### src/hw/codec_pkg.sv
// Result fields assume RESULT_W of 11 so one FIFO entry sits directly in result bits 10:0
`default_nettype none

package codec_pkg;

    // Kind of operation carried with each pipeline item
    typedef enum logic {
        OP_DECODE = 1'b0,
        OP_ENCODE = 1'b1
    } op_mode_e;

    // Word-aligned APB register offsets
    typedef enum logic [7:0] {
        REG_DATA   = 8'h04,  // write a nibble to encode
        REG_CODE   = 8'h08,  // write a symbol to decode
        REG_RESULT = 8'h0C,  // read pops one result
        REG_STATUS = 8'h10   // count and sticky overflow
    } reg_addr_e;

    // One FIFO entry: value, error, mode and four spare zero bits
    localparam int RESULT_W = 11;

    // Result register layout
    localparam int RES_VALUE_LSB = 0;
    localparam int RES_VALUE_W   = 5;
    localparam int RES_ERR_BIT   = 8;
    localparam int RES_MODE_BIT  = 9;

    // Only in the register view, never stored in the FIFO
    localparam int RES_VALID_BIT = 31;

endpackage

`default_nettype wire

### src/hw/enc_4b5b.sv
// Data codes only; control symbols (J, K, T, R, idle) decode as code errors, no stall input
`default_nettype none

module enc_4b5b
    import codec_pkg::*;
(
    input  logic       clk,
    input  logic       rst_n,
    input  logic       op_valid,
    input  op_mode_e   op_mode,
    input  logic [3:0] op_data,
    input  logic [4:0] op_code,
    output logic       res_valid,
    output op_mode_e   res_mode,
    output logic [4:0] res_value,
    output logic       res_err
);

    // Stage 1 holds the operation as issued
    logic       s1_valid;
    op_mode_e   s1_mode;
    logic [3:0] s1_data;
    logic [4:0] s1_code;

    // Table lookups feeding stage 2
    logic [4:0] enc_sym;
    logic [3:0] dec_nib;
    logic       dec_err;

    // Standard 4B/5B data code table
    function automatic logic [4:0] nibble_to_symbol(input logic [3:0] nib);
        logic [4:0] sym;
        case (nib)
            4'h0: sym = 5'b11110;
            4'h1: sym = 5'b01001;
            4'h2: sym = 5'b10100;
            4'h3: sym = 5'b10101;
            4'h4: sym = 5'b01010;
            4'h5: sym = 5'b01011;
            4'h6: sym = 5'b01110;
            4'h7: sym = 5'b01111;
            4'h8: sym = 5'b10010;
            4'h9: sym = 5'b10011;
            4'hA: sym = 5'b10110;
            4'hB: sym = 5'b10111;
            4'hC: sym = 5'b11010;
            4'hD: sym = 5'b11011;
            4'hE: sym = 5'b11100;
            default: sym = 5'b11101;
        endcase
        return sym;
    endfunction

    // Reverse lookup, returns {miss, nibble}; nibble stays 0 on a miss
    function automatic logic [4:0] symbol_to_nibble(input logic [4:0] sym);
        logic [4:0] found;
        found = 5'b1_0000;
        for (int i = 0; i < 16; i++) begin
            if (nibble_to_symbol(4'(i)) == sym) begin
                found = {1'b0, 4'(i)};
            end
        end
        return found;
    endfunction

    always_ff @(posedge clk or negedge rst_n) begin
        if (!rst_n) begin
            s1_valid  <= 1'b0;
            res_valid <= 1'b0;
        end else begin
            s1_valid  <= op_valid;
            res_valid <= s1_valid;
        end
    end

    // Operands only load when an operation is issued
    always_ff @(posedge clk) begin
        if (op_valid) begin
            s1_mode <= op_mode;
            s1_data <= op_data;
            s1_code <= op_code;
        end
    end

    assign enc_sym            = nibble_to_symbol(s1_data);
    assign {dec_err, dec_nib} = symbol_to_nibble(s1_code);

    always_ff @(posedge clk) begin
        if (s1_valid) begin
            res_mode <= s1_mode;
            if (s1_mode == OP_ENCODE) begin
                res_value <= enc_sym;
                res_err   <= 1'b0;
            end else begin
                res_value <= {1'b0, dec_nib};
                res_err   <= dec_err;
            end
        end
    end

    // An issued operation must carry a known mode and operands
    assert property (@(posedge clk) disable iff (!rst_n)
        op_valid |-> !$isunknown({op_mode, op_data, op_code}));

endmodule

`default_nettype wire

### src/hw/result_fifo.sv
// FIFO_DEPTH must be a power of two of at least 4; pushes into a full FIFO are dropped
`default_nettype none

module result_fifo
    import codec_pkg::*;
#(
    parameter int FIFO_DEPTH = 8
) (
    input  logic                        clk,
    input  logic                        rst_n,
    input  logic                        push,
    input  logic [RESULT_W-1:0]         push_entry,
    input  logic                        pop,
    output logic [RESULT_W-1:0]         head,
    output logic [$clog2(FIFO_DEPTH):0] count,
    output logic                        overflow
);

    localparam int AW = $clog2(FIFO_DEPTH);
    localparam logic [AW:0] FULL_COUNT = (AW + 1)'(FIFO_DEPTH);

    logic [RESULT_W-1:0] mem [FIFO_DEPTH];
    logic [AW-1:0]       wr_ptr;
    logic [AW-1:0]       rd_ptr;
    logic                full;
    logic                do_push;
    logic                do_pop;

    assign full    = (count == FULL_COUNT);
    assign do_push = push && !full;
    assign do_pop  = pop && (count != '0);

    // Lost result, the register block should have refused the write
    assign overflow = push && full;

    // Head shown combinationally for a same-cycle pop
    assign head = mem[rd_ptr];

    always_ff @(posedge clk) begin
        if (do_push) begin
            mem[wr_ptr] <= push_entry;
        end
    end

    // Pointers wrap on their own since the depth is a power of two
    always_ff @(posedge clk or negedge rst_n) begin
        if (!rst_n) begin
            wr_ptr <= '0;
            rd_ptr <= '0;
            count  <= '0;
        end else begin
            if (do_push) begin
                wr_ptr <= wr_ptr + 1'b1;
            end
            if (do_pop) begin
                rd_ptr <= rd_ptr + 1'b1;
            end
            case ({do_push, do_pop})
                2'b10:   count <= count + 1'b1;
                2'b01:   count <= count - 1'b1;
                default: count <= count;
            endcase
        end
    end

    assert property (@(posedge clk) disable iff (!rst_n) !overflow);

endmodule

`default_nettype wire

### src/hw/apb_codec_regs.sv
// Zero-wait APB3 slave; operation writes are refused once FIFO count plus in-flight is full
`default_nettype none

module apb_codec_regs
    import codec_pkg::*;
#(
    parameter int FIFO_DEPTH = 8
) (
    input  logic                        clk,
    input  logic                        rst_n,
    input  logic                        psel,
    input  logic                        penable,
    input  logic                        pwrite,
    input  logic [7:0]                  paddr,
    input  logic [31:0]                 pwdata,
    output logic [31:0]                 prdata,
    output logic                        pready,
    output logic                        pslverr,
    output logic                        op_valid,
    output op_mode_e                    op_mode,
    output logic [3:0]                  op_data,
    output logic [4:0]                  op_code,
    input  logic                        res_valid,
    output logic                        pop,
    input  logic [RESULT_W-1:0]         head,
    input  logic [$clog2(FIFO_DEPTH):0] count
);

    localparam int CW = $clog2(FIFO_DEPTH) + 1;
    localparam int STAT_OVF_BIT = 16;
    localparam logic [CW:0] DEPTH_LIMIT = (CW + 1)'(FIFO_DEPTH);

    reg_addr_e   reg_sel;
    logic        access;
    logic        rd_access;
    logic        wr_access;
    logic        addr_hit;
    logic        op_write;
    logic        op_refused;
    logic        bad_access;
    logic [1:0]  in_flight;
    logic [CW:0] committed;
    logic        ovf_flag;

    // Access phase only, setup cycles are ignored
    assign access    = psel && penable;
    assign rd_access = access && !pwrite;
    assign wr_access = access && pwrite;

    assign reg_sel = reg_addr_e'(paddr);

    always_comb begin
        case (reg_sel)
            REG_DATA, REG_CODE, REG_RESULT, REG_STATUS: addr_hit = 1'b1;
            default: addr_hit = 1'b0;
        endcase
    end

    // Results already queued plus those still inside the codec
    assign committed = {1'b0, count} + (CW + 1)'(in_flight);

    assign op_write   = wr_access && (reg_sel == REG_DATA || reg_sel == REG_CODE);
    assign op_refused = op_write && (committed >= DEPTH_LIMIT);

    // Issued in the access cycle itself, so the result is poppable three cycles later
    assign op_valid = op_write && !op_refused;
    assign op_mode  = (reg_sel == REG_CODE) ? OP_DECODE : OP_ENCODE;
    assign op_data  = pwdata[3:0];
    assign op_code  = pwdata[4:0];

    assign pop = rd_access && (reg_sel == REG_RESULT) && (count != '0);

    // Wrong direction or unmapped
    assign bad_access = !addr_hit
                     || (pwrite && reg_sel == REG_RESULT)
                     || (!pwrite && (reg_sel == REG_DATA || reg_sel == REG_CODE));

    assign pready  = 1'b1;
    assign pslverr = (access && bad_access) || op_refused;

    always_comb begin
        prdata = '0;
        if (rd_access) begin
            case (reg_sel)
                REG_RESULT: begin
                    // Empty FIFO reads as all zero
                    if (pop) begin
                        prdata[RESULT_W-1:0]  = head;
                        prdata[RES_VALID_BIT] = 1'b1;
                    end
                end
                REG_STATUS: begin
                    prdata[7:0]          = 8'(count);
                    prdata[STAT_OVF_BIT] = ovf_flag;
                end
                default: begin
                    prdata = '0;
                end
            endcase
        end
    end

    // At most two operations are ever inside the codec
    always_ff @(posedge clk or negedge rst_n) begin
        if (!rst_n) begin
            in_flight <= 2'd0;
        end else begin
            case ({op_valid, res_valid})
                2'b10:   in_flight <= in_flight + 2'd1;
                2'b01:   in_flight <= in_flight - 2'd1;
                default: in_flight <= in_flight;
            endcase
        end
    end

    // Sticky until software writes 1 to STATUS bit 0
    always_ff @(posedge clk or negedge rst_n) begin
        if (!rst_n) begin
            ovf_flag <= 1'b0;
        end else if (op_refused) begin
            ovf_flag <= 1'b1;
        end else if (wr_access && reg_sel == REG_STATUS && pwdata[0]) begin
            ovf_flag <= 1'b0;
        end
    end

    // In-flight tracking neither underflows nor exceeds the codec's two stages
    assert property (@(posedge clk) disable iff (!rst_n) in_flight <= 2'd2);

    // Queued plus in-flight results never exceed what the FIFO can hold
    assert property (@(posedge clk) disable iff (!rst_n) committed <= DEPTH_LIMIT);

endmodule

`default_nettype wire

### src/hw/codec_top.sv
// APB3 offsets per codec_pkg; FIFO_DEPTH is a power of two of at least 4
`default_nettype none

module codec_top
    import codec_pkg::*;
#(
    parameter int FIFO_DEPTH = 8
) (
    input  logic        clk,
    input  logic        rst_n,
    input  logic        psel,
    input  logic        penable,
    input  logic        pwrite,
    input  logic [7:0]  paddr,
    input  logic [31:0] pwdata,
    output logic [31:0] prdata,
    output logic        pready,
    output logic        pslverr
);

    // Register block to codec
    logic       op_valid;
    op_mode_e   op_mode;
    logic [3:0] op_data;
    logic [4:0] op_code;

    // Codec results
    logic       res_valid;
    op_mode_e   res_mode;
    logic [4:0] res_value;
    logic       res_err;

    // FIFO side
    logic [RESULT_W-1:0]         push_entry;
    logic                        pop;
    logic [RESULT_W-1:0]         head;
    logic [$clog2(FIFO_DEPTH):0] count;

    // Entry laid out like the result register, spare bits stay zero
    assign push_entry = (RESULT_W'(res_value) << RES_VALUE_LSB)
                      | (RESULT_W'(res_err) << RES_ERR_BIT)
                      | (RESULT_W'(res_mode) << RES_MODE_BIT);

    apb_codec_regs #(
        .FIFO_DEPTH (FIFO_DEPTH)
    ) u_regs (
        .clk       (clk),
        .rst_n     (rst_n),
        .psel      (psel),
        .penable   (penable),
        .pwrite    (pwrite),
        .paddr     (paddr),
        .pwdata    (pwdata),
        .prdata    (prdata),
        .pready    (pready),
        .pslverr   (pslverr),
        .op_valid  (op_valid),
        .op_mode   (op_mode),
        .op_data   (op_data),
        .op_code   (op_code),
        .res_valid (res_valid),
        .pop       (pop),
        .head      (head),
        .count     (count)
    );

    enc_4b5b u_codec (
        .clk       (clk),
        .rst_n     (rst_n),
        .op_valid  (op_valid),
        .op_mode   (op_mode),
        .op_data   (op_data),
        .op_code   (op_code),
        .res_valid (res_valid),
        .res_mode  (res_mode),
        .res_value (res_value[RES_VALUE_W-1:0]),
        .res_err   (res_err)
    );

    // Overflow cannot happen behind the write back-pressure, only its assertion watches it
    result_fifo #(
        .FIFO_DEPTH (FIFO_DEPTH)
    ) u_fifo (
        .clk        (clk),
        .rst_n      (rst_n),
        .push       (res_valid),
        .push_entry (push_entry),
        .pop        (pop),
        .head       (head),
        .count      (count),
        .overflow   ()
    );

endmodule

`default_nettype wire

### config.mk
export PLATFORM = sky130hd
export DESIGN_NAME = codec_top
export DESIGN_NICKNAME = d
export VERILOG_FILES = /design/src/hw/codec_pkg.sv /design/src/hw/enc_4b5b.sv /design/src/hw/result_fifo.sv /design/src/hw/apb_codec_regs.sv /design/src/hw/codec_top.sv
export SDC_FILE = /design/constraint.sdc
export NUM_CORES = 1
export LEC_CHECK = 0
export BUFFER_PORTS_ARGS = -buffer_cell sky130_fd_sc_hd__buf_2
export CELL_PAD_IN_SITES_DETAIL_PLACEMENT = 1
export CELL_PAD_IN_SITES_GLOBAL_PLACEMENT = 1
export CORE_MARGIN = 2
export CORE_UTILIZATION = 44
export CTS_CLUSTER_SIZE = 14
export DETAILED_ROUTE_END_ITERATION = 8
export GPL_ROUTABILITY_DRIVEN = 0
export PLACE_DENSITY_LB_ADDON = 0.1
export SLEW_MARGIN = 20
export SYNTH_ARGS = -nofsm -noshare
export SYNTH_HDL_FRONTEND = slang
export SYNTH_HIERARCHICAL = 1
export SYNTH_SLANG_ARGS = --single-unit
export TNS_END_PERCENT = 50
### constraint.sdc
create_clock -name clk -period 3.85 [get_ports clk]
set_clock_uncertainty 0.05 [all_clocks]
set_input_delay 0.1925 -clock clk [delete_from_list [all_inputs] [get_ports clk]]
set_output_delay 0.1925 -clock clk [all_outputs]
set_load 0.01 [all_outputs]
==> impl_metrics.py, run 1 <==
metrics = {
    "global_routing": {
        "grt_max_degree": 25,
        "grt_antenna_before_repair": 0,
        "grt_pass1_vias": 3310,
        "grt_pass1_wl_um": 18100,
        "grt_usage_pct": 17.5,
        "overflow": 0,
    },
    "critical_path": {
        "crit_arrival_ps": 3370,
        "startpoint": "u_fifo/count[1]",
        "cp-endpoint": "u_fifo/count[3]",
        "path_max_fanout": 8,
        "critical_path_class": "register to register",
        "r2r_end": "u_fifo/count[3]",
        "worst_setup_path_end_kind": "register",
        "crit_required_ps": 4080,
        "critPathLaunchType": "register",
        "r2r_cells": 10,
        "timing.rr.start": "u_fifo/count[1]",
        "reg2reg_setup_slack_ps": 710,
    },
    "outcome": {
        "outcome": "completed",
    },
    "die": {
        "dieArea_um2": 13900,
        "core_area_um2": 12700,
        "chipWidth_um": 118,
        "chipHeight_um": 118,
        "io_pins": 79,
        "start_util_pct": 45.2,
        "rows": 41,
    },
    "clocking": {
        "ctsHtreeMaxLevel": 4,
        "clock_path_buffers": 2,
        "clk_latency_ps": 410,
        "cts_sinks": 125,
        "numCtsBuffers": 17,
        "tritoncts": "built",
        "path_clk_slew_ps": 60,
        "cts_root_buffer": "clkbuf_16",
        "cts.repair.resized": 0,
    },
    "sta": {
        "max_slew_margin_pct": 48.3,
        "hold_viol": 0,
        "timing.setup.tns_ps": 0,
        "max_freq_ghz": 0.319,
        "tightest_slew_ps": 775,
        "min_period_ps": 3140,
        "rsz0062_at_grt": "no",
        "finalMaxSlewViolations": 0,
        "finalCritPeriodShare_pct": 81.5,
        "setup_viol": 0,
    },
    "job": {
        "cap_violations": 0,
    },
    "pwr": {
        "netSwitchingPower_mw": 0.625,
        "p_sw_share_pct": 20.0,
        "pwr-share-seq_pct": 47.0,
        "p_leak_nw": 2.54,
        "p_int_mw": 2.50,
        "p_comb_share_pct": 2.8,
        "irDropWorstVdd_v": 0.000278,
        "p_clk_share_pct": 50.2,
        "p_per_area_nw_per_um2": 464,
    },
    "min_path": {
        "hold_path_class": "input port to register",
    },
    "yosys": {
        "netlist_area_um2": 5730,
        "syn_inst": 353,
        "syn_area_per_cell_um2": 16.2,
        "yosysWarnings": 6,
    },
    "detailed_routing": {
        "routed_wl_um": 11500,
        "vias_per_cell": 5.01,
        "avgRoutedWirePerCell_um": 18.6,
        "drtAntennaViolNets": 0,
        "drt_iter0_markers": 177,
        "drc": 0,
        "first_pass_iters": 4,
        "dr_total_vias": 3091,
    },
    "placement": {
        "dpl_cell_area_um2": 6100,
        "portBuffers": 31,
        "dp_hpwl_um": 7460,
    },
    "final_layout": {
        "area_growth_pct": 17.7,
        "mostFrequentLayoutCells": "105 x edfxtp_1, 52 x conb_1, 31 x buf_2",
        "nNetsFinal": 487,
        "drive_gt1_share_pct": 22.9,
        "n_antenna_cell": 0,
        "nFillCells": 1258,
        "fin_area_um2": 6740,
        "layout_commonest_cell": "edfxtp_1",
    },
}
power groups by stage:
stage,Sequential [mW],Combinational [mW],Clock (mW)
floorplan,1.49,0.0757,0
global placement,1.50,0.0781,0
detailed placement,1.50,0.0809,0
CTS,1.47,0.0863,1.60
global route,1.47,0.0980,1.66
finish,1.47,0.0873,1.57
critical path: stages (launching register included):
cell      delay, ps
dfrtp_1         480
nor4_1          410
nor4_2           70
and2_1          170
o41ai_1         130
inv_1           180
ha_1            240
ha_1            350
or4b_2          680
o311ai_0        130
o211ai_1        130
stage by stage:
stage | instances | util (%) | power [mW] | setup WS [ps] | hold WS (ps)
after detailed placement | 579 | 48.1 | 1.58 | 706 | 76.9
after floorplan | 402 | - | 1.57 | 781 | -153
after CTS | 617 | 53.2 | 3.16 | 693 | 34.6
final | 617 | 53.2 | 3.13 | 713 | 53.3
after global placement | 579 | 48.1 | 1.57 | 768 | 75.4
after global routing | 617 | 53.2 | 3.23 | 507 | 66.8
cell type report:
class / instances / area, um2 / area share (%)
sequential: 125 / 3630 / 53.8
multi-input combinational: 225 / 1940 / 28.9
clock buffer: 19 / 433 / 6.42
timing repair buffer: 52 / 328 / 4.86
tap: 172 / 215 / 3.19
clock inverter: 13 / 149 / 2.21
inverter: 11 / 41.3 / 0.613
routing by layer:
layer / wire length, um / track usage (%) / share of wire (%)
met1: 5250 / 21.4 / 46
met2: 5830 / 30.0 / 51
met3: 207 / 3.34 / 1.8
met4: 170 / 7.91 / 1.5
met5: 0 / 0 / 0
worst min-delay path by stage:
| stage | startpoint | to | slack [ps] | cells after the start |
|---|---|---|---|---|
| after detailed placement | rst_n | u_fifo/rd_ptr[0] | 80 | 1 |
| after CTS | paddr[3] | u_codec/s1_mode | 30 | 2 |
| after global placement | rst_n | u_fifo/rd_ptr[2] | 80 | 1 |
| after floorplan | rst_n | u_codec/res_valid | -150 | 0 |
| after global routing | paddr[3] | u_codec/s1_mode | 70 | 2 |
| final | paddr[3] | u_codec/s1_mode | 50 | 2 |
state kept, by name (all words and copies together), names as in the netlist, 3 cells and up:
register and count:
u_codec/s1_code 5, u_fifo/mem 88, u_fifo/count 4, u_fifo/rd_ptr 3, u_fifo/wr_ptr 3, u_codec/enc_sym 5, u_codec/s1_data 4, u_codec/res_value 5
repair_timing:
item                                   4_1_cts  5_1_grt
endpoints found under the hold margin       24        0
hold buffers                                 6        0
setup endpoints to repair                    0        0
buffers inserted                             0        0
Power figures use the tool's default switching activity.
==> run 2: changes to the inputs <==
- clock period: 3.85 -> 2.6 ns (I/O delays scaled with it)
==> run 2 against run 1 <==
Die area is the same. Critical path type unchanged. Cell area grew 4.3%. Sequential power grew 48%. Core utilization grew 2.3 points. Highest routed layer unchanged. Global-route usage grew 0.61 points. Largest power group unchanged. Register-to-register slack lost 650 ps. Critical path depth shrank 2.
==> impl_metrics.py, run 2 (synthesized netlist as in run 1, its figures left out) <==
metrics = {
    "outcome": {
        "outcome": "completed",
    },
    "clocking": {
        "tritoncts": "built",
        "clk_latency_ps": 420,
        "numCtsBuffers": 17,
        "path_clk_slew_ps": 60,
        "clock_path_buffers": 2,
        "cts_sinks": 125,
        "cts_root_buffer": "clkbuf_16",
        "ctsHtreeMaxLevel": 4,
    },
    "placement": {
        "portBuffers": 31,
        "dp.cells": 589,
        "dp_hpwl_um": 7550,
    },
    "global_routing": {
        "grt_usage_pct": 18.1,
        "grt_antenna_before_repair": 0,
        "overflow": 0,
        "grt_pass1_vias": 3341,
        "grt_max_degree": 25,
        "grt_pass1_wl_um": 18400,
    },
    "detailed_routing": {
        "dr_total_vias": 3163,
        "first_pass_iters": 5,
        "drc": 0,
        "drtAntennaViolNets": 0,
        "avgRoutedWirePerCell_um": 18.5,
        "routed_wl_um": 11700,
        "vias_per_cell": 5.00,
        "drt_iter0_markers": 174,
    },
    "critical_path": {
        "r2r_end": "u_fifo/count[3]",
        "crit_required_ps": 2840,
        "cp-endpoint": "u_fifo/count[3]",
        "critical_path_class": "register to register",
        "path_max_fanout": 7,
        "reg2reg_setup_slack_ps": 70,
        "critPathLaunchType": "register",
        "r2r_cells": 8,
        "crit_arrival_ps": 2770,
        "timing.rr.start": "u_fifo/count[2]",
        "worst_setup_path_end_kind": "register",
        "startpoint": "u_fifo/count[2]",
    },
    "die": {
        "start_util_pct": 45.2,
        "chipHeight_um": 118,
        "rows": 41,
        "dieArea_um2": 13900,
        "io_pins": 79,
        "core_area_um2": 12700,
        "chipWidth_um": 118,
    },
    "final_layout": {
        "layout_commonest_cell": "edfxtp_1",
        "multi_input_area_um2": 2060,
        "largest-register": "u_fifo/mem",
        "n_antenna_cell": 0,
        "ff_latch_area_um2": 3630,
        "nFillCells": 1239,
        "nNetsFinal": 502,
        "drive_gt1_share_pct": 29.1,
        "mostFrequentLayoutCells": "105 x edfxtp_1, 52 x conb_1, 31 x buf_2",
        "largest_register_ff_count": 88,
        "stdcell_count": 632,
        "area_growth_pct": 22.7,
    },
    "sta": {
        "holdWs_ps": 117,
        "timing.setup.tns_ps": 0,
        "max_slew_margin_pct": 42.1,
        "finalCritPeriodShare_pct": 97.4,
        "setup_viol": 0,
        "hold_viol": 0,
        "finalMaxSlewViolations": 0,
        "min_period_ps": 2530,
        "rsz0062_at_grt": "yes",
        "tightest_slew_ps": 862,
        "max_freq_ghz": 0.395,
    },
    "pwr": {
        "power_mw": 4.62,
        "p_per_area_nw_per_um2": 658,
        "irDropWorstVdd_v": 0.000510,
        "p_leak_nw": 2.62,
    },
    "min_path": {
        "hold_path_class": "input port to asynchronous set/reset pin",
    },
    "job": {
        "cap_violations": 0,
    },
}
-- run 2: cell count changes in the layout (fill, tap and decap cells not counted), moves of 3 or more --
cell | before | now
dfrtp_2 | 0 | 5
dfrtp_1 | 15 | 10
clkinv_1 | 3 | 0
buf_4 | 15 | 24
-- run 2: cell type report --
cell class | instances | area share (%)
sequential | 125 | 51.7
clock inverter | 11 | 1.71
tap | 172 | 3.06
timing repair buffer | 67 | 7.00
clock buffer | 21 | 6.55
multi-input combinational | 225 | 29.4
inverter | 11 | 0.588
-- run 2: per-stage QoR --
stage / area (um2) / setup WS, ps / util (%)
floorplan: 5970 / -121 / -
global placement: 6270 / 57.0 / 49.5
finish: 7030 / 67.7 / 55.5
CTS: 6930 / 19.2 / 54.7
detailed placement: 6270 / 41.4 / 49.5
global route: 7030 / -8.57 / 55.5
-- run 2: worst min-delay path by stage --
stage,from,end,depth (start not counted)
finish,rst_n,u_fifo/wr_ptr[2],2
global route,rst_n,u_codec/s1_valid,2
CTS,rst_n,u_codec/s1_valid,2
detailed placement,rst_n,u_fifo/rd_ptr[1],1
global placement,rst_n,u_fifo/rd_ptr[2],1
floorplan,rst_n,u_codec/res_valid,0
-- run 2: what timing repair did --
item,CTS,global route
hold buffers,8,0
endpoints found under the hold margin,28,0
gates resized for setup,0,12
endpoints found under the setup margin,0,6
buffers inserted,0,2
-- run 2: power breakdown --
group | total, mW | internal, mW | leakage (nW) | switching [mW]
Clock | 2.29 | 1.45 | 0.279 | 0.832
Sequential | 2.18 | 2.16 | 1.20 | 0.0109
Combinational | 0.163 | 0.0742 | 1.15 | 0.0893
Total | 4.62 | 3.69 | 2.62 | 0.932
-- run 2: metal layers --
| metal | track usage [%] | wire length (um) |
|---|---|---|
| met1 | 23.0 | 5180 |
| met5 | 0 | 0 |
| met4 | 7.61 | 189 |
| met3 | 5.33 | 322 |
| met2 | 29.0 | 6030 |
-- run 2: worst max-delay path: stages, from the launching register on --
cell and delay, ps:
dfrtp_2 420, buf_6 150, or4b_4 540, nand2_4 100, ha_4 180, ha_4 210, or4b_4 530, o311ai_2 90
o211ai_1 120
